**config.mk**
```make
export PLATFORM = sky130hd
export DESIGN_NAME = vp8_zigzag_scan
export DESIGN_NICKNAME = d
export VERILOG_FILES = /design/src/hw/vp8_enc_pkg.sv /design/src/hw/vp8_zigzag_scan.sv
export SDC_FILE = /design/constraint.sdc
export NUM_CORES = 1
export LEC_CHECK = 0
export ABC_CLOCK_PERIOD_IN_PS = 800
export BUFFER_PORTS_ARGS = -buffer_cell sky130_fd_sc_hd__buf_2
export CORE_AREA = 2 2 304 306
export DETAILED_ROUTE_END_ITERATION = 12
export DIE_AREA = 0 0 306 308
export GPL_ROUTABILITY_DRIVEN = 0
export GPL_TIMING_DRIVEN = 1
export SYNTH_ARGS = -nofsm -noshare
export SYNTH_HDL_FRONTEND = slang
export SYNTH_SLANG_ARGS = --single-unit
```
**constraint.sdc**
```tcl
create_clock -name clk -period 0.8 [get_ports clk]
set_input_delay 0.08 -clock clk [delete_from_list [all_inputs] [get_ports clk]]
set_output_delay 0.08 -clock clk [all_outputs]
set_load 0.1 [all_outputs]
```
**src/hw/vp8_enc_pkg.sv**
```systemverilog
/* Shared definitions for the VP8 residual front end: block geometry,
   DCT and quantizer constants, zigzag table, block and config types */
`default_nettype none

package vp8_enc_pkg;

    // ------------------------------------------------------------
    // Block geometry
    // ------------------------------------------------------------
    localparam int BLK_DIM = 4;
    localparam int BLK_PIX = BLK_DIM * BLK_DIM;
    localparam int PIX_W   = 8;
    localparam int ROW_W   = 14;  // Row pass stage register width
    localparam int COEF_W  = 12;
    localparam int LEVEL_W = 12;

    // ------------------------------------------------------------
    // Transform and quantizer constants
    // ------------------------------------------------------------
    localparam int DCT_K1     = 2217;
    localparam int DCT_K2     = 5352;
    localparam int DCT_R_ROW1 = 1812;   // Row pass odd term rounding
    localparam int DCT_R_ROW3 = 937;
    localparam int DCT_R_COL1 = 12000;  // Column pass odd term rounding
    localparam int DCT_R_COL3 = 51000;

    localparam int MAX_LEVEL = 2047;
    localparam int QFIX      = 17;

    localparam int FDCT_LATENCY = 2;
    localparam int PIPE_LATENCY = 4;

    // Raster index for each zigzag position
    localparam logic [3:0] ZIGZAG [BLK_PIX] = '{
        4'd0, 4'd1,  4'd4,  4'd8,  4'd5,  4'd2,  4'd3,  4'd6,
        4'd9, 4'd12, 4'd13, 4'd10, 4'd7,  4'd11, 4'd14, 4'd15
    };

    // ------------------------------------------------------------
    // Block and config types
    // ------------------------------------------------------------
    typedef logic [BLK_PIX-1:0][PIX_W-1:0]   pix_blk_t;
    typedef logic [BLK_PIX-1:0][COEF_W-1:0]  coef_blk_t;
    typedef logic [BLK_PIX-1:0][LEVEL_W-1:0] level_blk_t;

    typedef struct packed {
        logic [COEF_W-1:0] q_dc;
        logic [COEF_W-1:0] q_ac;
        logic [QFIX-1:0]   iq_dc;     // 2^QFIX / q
        logic [QFIX-1:0]   iq_ac;
        logic [QFIX-1:0]   bias_dc;
        logic [QFIX-1:0]   bias_ac;
    } quant_cfg_t;

    typedef struct packed {
        level_blk_t level;
        coef_blk_t  dequant;
    } quant_res_t;

endpackage

`default_nettype wire

```
**src/hw/vp8_zigzag_scan.sv**
```systemverilog
/* Zigzag reorder of quantized levels and last nonzero search,
   registered together with the dequantized block */
`timescale 1ns/1ps
`default_nettype none

module vp8_zigzag_scan (
    input  wire logic                     clk,
    input  wire logic                     rst_n,
    input  wire logic                     start_i,
    input  wire vp8_enc_pkg::quant_res_t  res_i,
    output vp8_enc_pkg::level_blk_t       levels_o,
    output vp8_enc_pkg::coef_blk_t        dqcoef_o,
    output logic                          nz_o,
    output logic [3:0]                    last_o,
    output logic                          done_o
);
    import vp8_enc_pkg::*;

    level_blk_t zz_lvl;
    logic       nz_nxt;
    logic [3:0] last_nxt;

    // ------------------------------------------------------------
    // Reorder
    // ------------------------------------------------------------
    for (genvar j = 0; j < BLK_PIX; j++) begin : g_zz
        assign zz_lvl[j] = res_i.level[ZIGZAG[j]];
    end

    // Highest zigzag position wins
    always_comb begin
        nz_nxt   = 1'b0;
        last_nxt = '0;
        for (int j = 0; j < BLK_PIX; j++) begin
            if (zz_lvl[j] != '0) begin
                nz_nxt   = 1'b1;
                last_nxt = 4'(j);
            end
        end
    end

    always_ff @(posedge clk or negedge rst_n) begin
        if (!rst_n) begin
            levels_o <= '0;
            dqcoef_o <= '0;
            nz_o     <= 1'b0;
            last_o   <= '0;
            done_o   <= 1'b0;
        end else begin
            levels_o <= zz_lvl;
            dqcoef_o <= res_i.dequant;   // Stays in raster order
            nz_o     <= nz_nxt;
            last_o   <= last_nxt;
            done_o   <= start_i;
        end
    end

    a_last_nonzero: assert property (
        @(posedge clk) disable iff (!rst_n)
        nz_o |-> (levels_o[last_o] != '0)
    );

endmodule

`default_nettype wire

```
==> impl_metrics.tcl <==
set metrics [dict create \
    fp-row-count 111 \
    crit_path_end_kind "register" \
    cts.sinks 390 \
    grt_pass1_wl_um 96300 \
    portBuffers 776 \
    drt-wirelength-per-cell_um 23.4 \
    critPathKind "in -> reg" \
    min_period_ns 1.40 \
    grt-ovfl-total 0 \
    p_clk_share_pct 36.8 \
    start_util_pct 11.3 \
    grt_max_degree 26 \
    max_freq_ghz 0.712 \
    yosys_warnings 0 \
    outcome "finished, violations left" \
    setup_viol 402 \
    fin_crit_sh_pct 175 \
    worstPathArrival_ns 1.89 \
    synth_ff_type "dfrtp_1" \
    violations "negative hold slack, negative setup slack" \
    drv_cap 0 \
    first_pass_iters 4 \
    routed_via_density 3.29 \
    hold_viol 4 \
    synth_seq_cells 390 \
    routed_wl_um 72900 \
    avgSynthCellArea_um2 21.5 \
    worstMarginPinSlew_ns 0.394 \
    die_h_um 308 \
    area_growth_pct 189 \
    p_leak_nw 12.9 \
    holdWs_ns -0.401 \
    synthesis.instances 480 \
    die_area_um2 94200 \
    p_per_area_nw_per_um2 2040 \
    synth.distinct_cells 22 \
    ios 777 \
    irDropWorstVdd_mv 1.60 \
    rsz0062_at_grt "true" \
    synth_edf_count 0 \
    postRouteAntennaNets 0 \
    cts_root_buf "clkbuf_16" \
    syn_nets 867 \
    cts_made_buffers 47 \
    power_switching_mw 20.2 \
    internal_power_mw 40.7 \
    grt_pass1_vias 11858 \
    synth_most_common_cell "dfrtp_1" \
    cts_tree "yes" \
    drc 0 \
    synth_area_leader_cell "dfrtp_1" \
    worstPathRequired_ns 1.28 \
    finalPower_mw 60.9 \
    async_flop_share_pct 100 \
    start_kind "input port" \
    combPwrFrac_pct 27.2 \
    synth_top_area_share_pct 94.7 \
    maxSlewViolCount 0 \
    fin_ws_ns -0.604 \
    layout-drive-gt1-share_pct 78.2 \
    die_w_um 306 \
    nets 2263 \
    synth_area_um2 10300 \
    synthTopCellsByArea "dfrtp_1 95%, nor4_1 2.9%, nand3_1 0.63%" \
    sequentialPowerShare_pct 36.0 \
    core_area_um2 91000 \
    track_usage_pct 15.1 \
    cts_buffer_depth 3 \
    swShare_pct 33.2 \
    hpwl_um 59500 \
    vias 10259 \
    grt_antenna_before_repair 34 \
    h-tree-depth 2 \
    max_slew_margin_pct 73.6 \
    cts.reportedPaths.clkPinSlew_ns 0.06 \
    fin_util_pct 32.8 \
    hp-class "in -> reg" \
    seq_area_frac_synth_pct 94.7 \
    fillers 8581 \
    crit_fanout 2 \
    synthTopCellsByCount "390 x dfrtp_1, 48 x nor4_1, 13 x nand3_1, 4 x nor2_1, 3 x and3_1" \
    drt_iter0_drc 437 \
]
==> final cells by class <==
| type | instances | area (µm²) | share of cell area [%] |
|---|---|---|---|
| Tap cell | 1186 | 1480 | 4.98 |
| Clock inverter | 25 | 288 | 0.966 |
| Sequential cell | 390 | 10200 | 34.4 |
| Timing Repair Buffer | 1347 | 15200 | 51.2 |
| Multi-Input combinational cell | 90 | 1160 | 3.91 |
| Antenna cell | 20 | 50.0 | 0.168 |
| Clock buffer | 59 | 1320 | 4.44 |
==> flip-flops by register name, indices dropped and copies added (netlist names) <==
| signal | count |
|---|---|
| nz_o | 1 |
| done_o | 1 |
| levels_o | 192 |
| dqcoef_o | 192 |
| last_o | 4 |
==> cells by family (layout without fill, tap and decap cells) <==
logic type / after synthesis / after routing / share of synthesized area, %
other: 0 / 20 / 0
AND/OR/NAND/NOR: 82 / 82 / 4.77
flip-flops: 390 / 390 / 94.7
AO/OA/AOI/OAI: 8 / 8 / 0.522
buffers and inverters: 0 / 1431 / 0
==> worst max-delay path: stages <==
cell and delay [ns]:
buf_2 0.10, dlygate4sd3_1 0.59, nor4_2 0.36, nand4_1 0.22, or4_1 0.53
==> through the flow <==
stage          worst slack [ns]  setup TNS (ns)  cells  instance area (µm²)
2_1_floorplan            -0.630           -2.22    480                10900
3_3_place_gp              -1.50           -6.06   2624                23700
3_5_place_dp              -1.45           -5.93   2624                23700
4_1_cts                  -0.629         -214.75   3098                29600
5_1_grt                  -0.641         -209.54   3102                29800
6_report                 -0.604         -192.25   3117                29800
==> cells in the final DEF, fill, tap and decap left out, types with 2 or more instances in the layout <==
cell type      Yosys  routed
buf_12             0     402
dfrtp_2            0     389
dlygate4sd3_1      0     385
buf_2              0     374
buf_4              0     168
clkbuf_16          0      48
nor4_4             0      22
diode_2            0      20
nor4_2             1      16
buf_6              0      15
nor4_1            48      11
clkinv_2           0      11
clkbuf_8           0       8
nand3_4            0       6
bufinv_16          0       5
nand3_2            0       4
nand3_1           13       3
inv_6              0       3
clkbuf_1           0       3
clkinvlp_4         0       3
buf_8              0       3
and3_4             0       2
nor2_1             4       2
nand4_1            2       2
o21ai_1            0       2
clkinv_4           0       2
==> power groups by stage <==
stage	sequential (mW)	combinational (mW)	clock, mW
6_report	21.9	16.5	22.4
5_1_grt	22.0	17.1	24.0
4_1_cts	21.9	16.5	23.2
3_5_place_dp	22.3	14.9	0
3_3_place_gp	22.2	14.8	0
2_1_floorplan	29.0	0.0572	0
==> final timing paths <==
check | startpoint | to | cells after the start
min in group asynchronous | rst_n | dqcoef_o[186]$_DFF_PN0_ | 3
max in group asynchronous | rst_n | dqcoef_o[189]$_DFF_PN0_ | 3
setup / recovery | res_i[251] | nz_o$_DFF_PN0_ | 5
hold / removal | res_i[282] | levels_o[150]$_DFF_PN0_ | 1
==> what timing repair did <==
item / 4_1_cts / 5_1_grt
buffers inserted: 4 / 3
hold buffers: 386 / 16
hold endpoints to repair: 778 / 26
pin swaps: 22 / 28
resized for setup: 69 / 42
setup endpoints to repair: 395 / 402
==> metal layers <==
metal | up-vias | track usage (%) | part of all wire (%) | routed length (µm)
met4 | 20 | 5.08 | 2.9 | 2140
li1 | 4458 | - | - | -
met1 | 5069 | 16.1 | 36 | 26200
met3 | 116 | 10.7 | 16 | 11500
met5 | - | 0 | 0.18 | 128
met2 | 596 | 23.4 | 45 | 32900
Note: power is estimated with default switching activity, not from simulation.
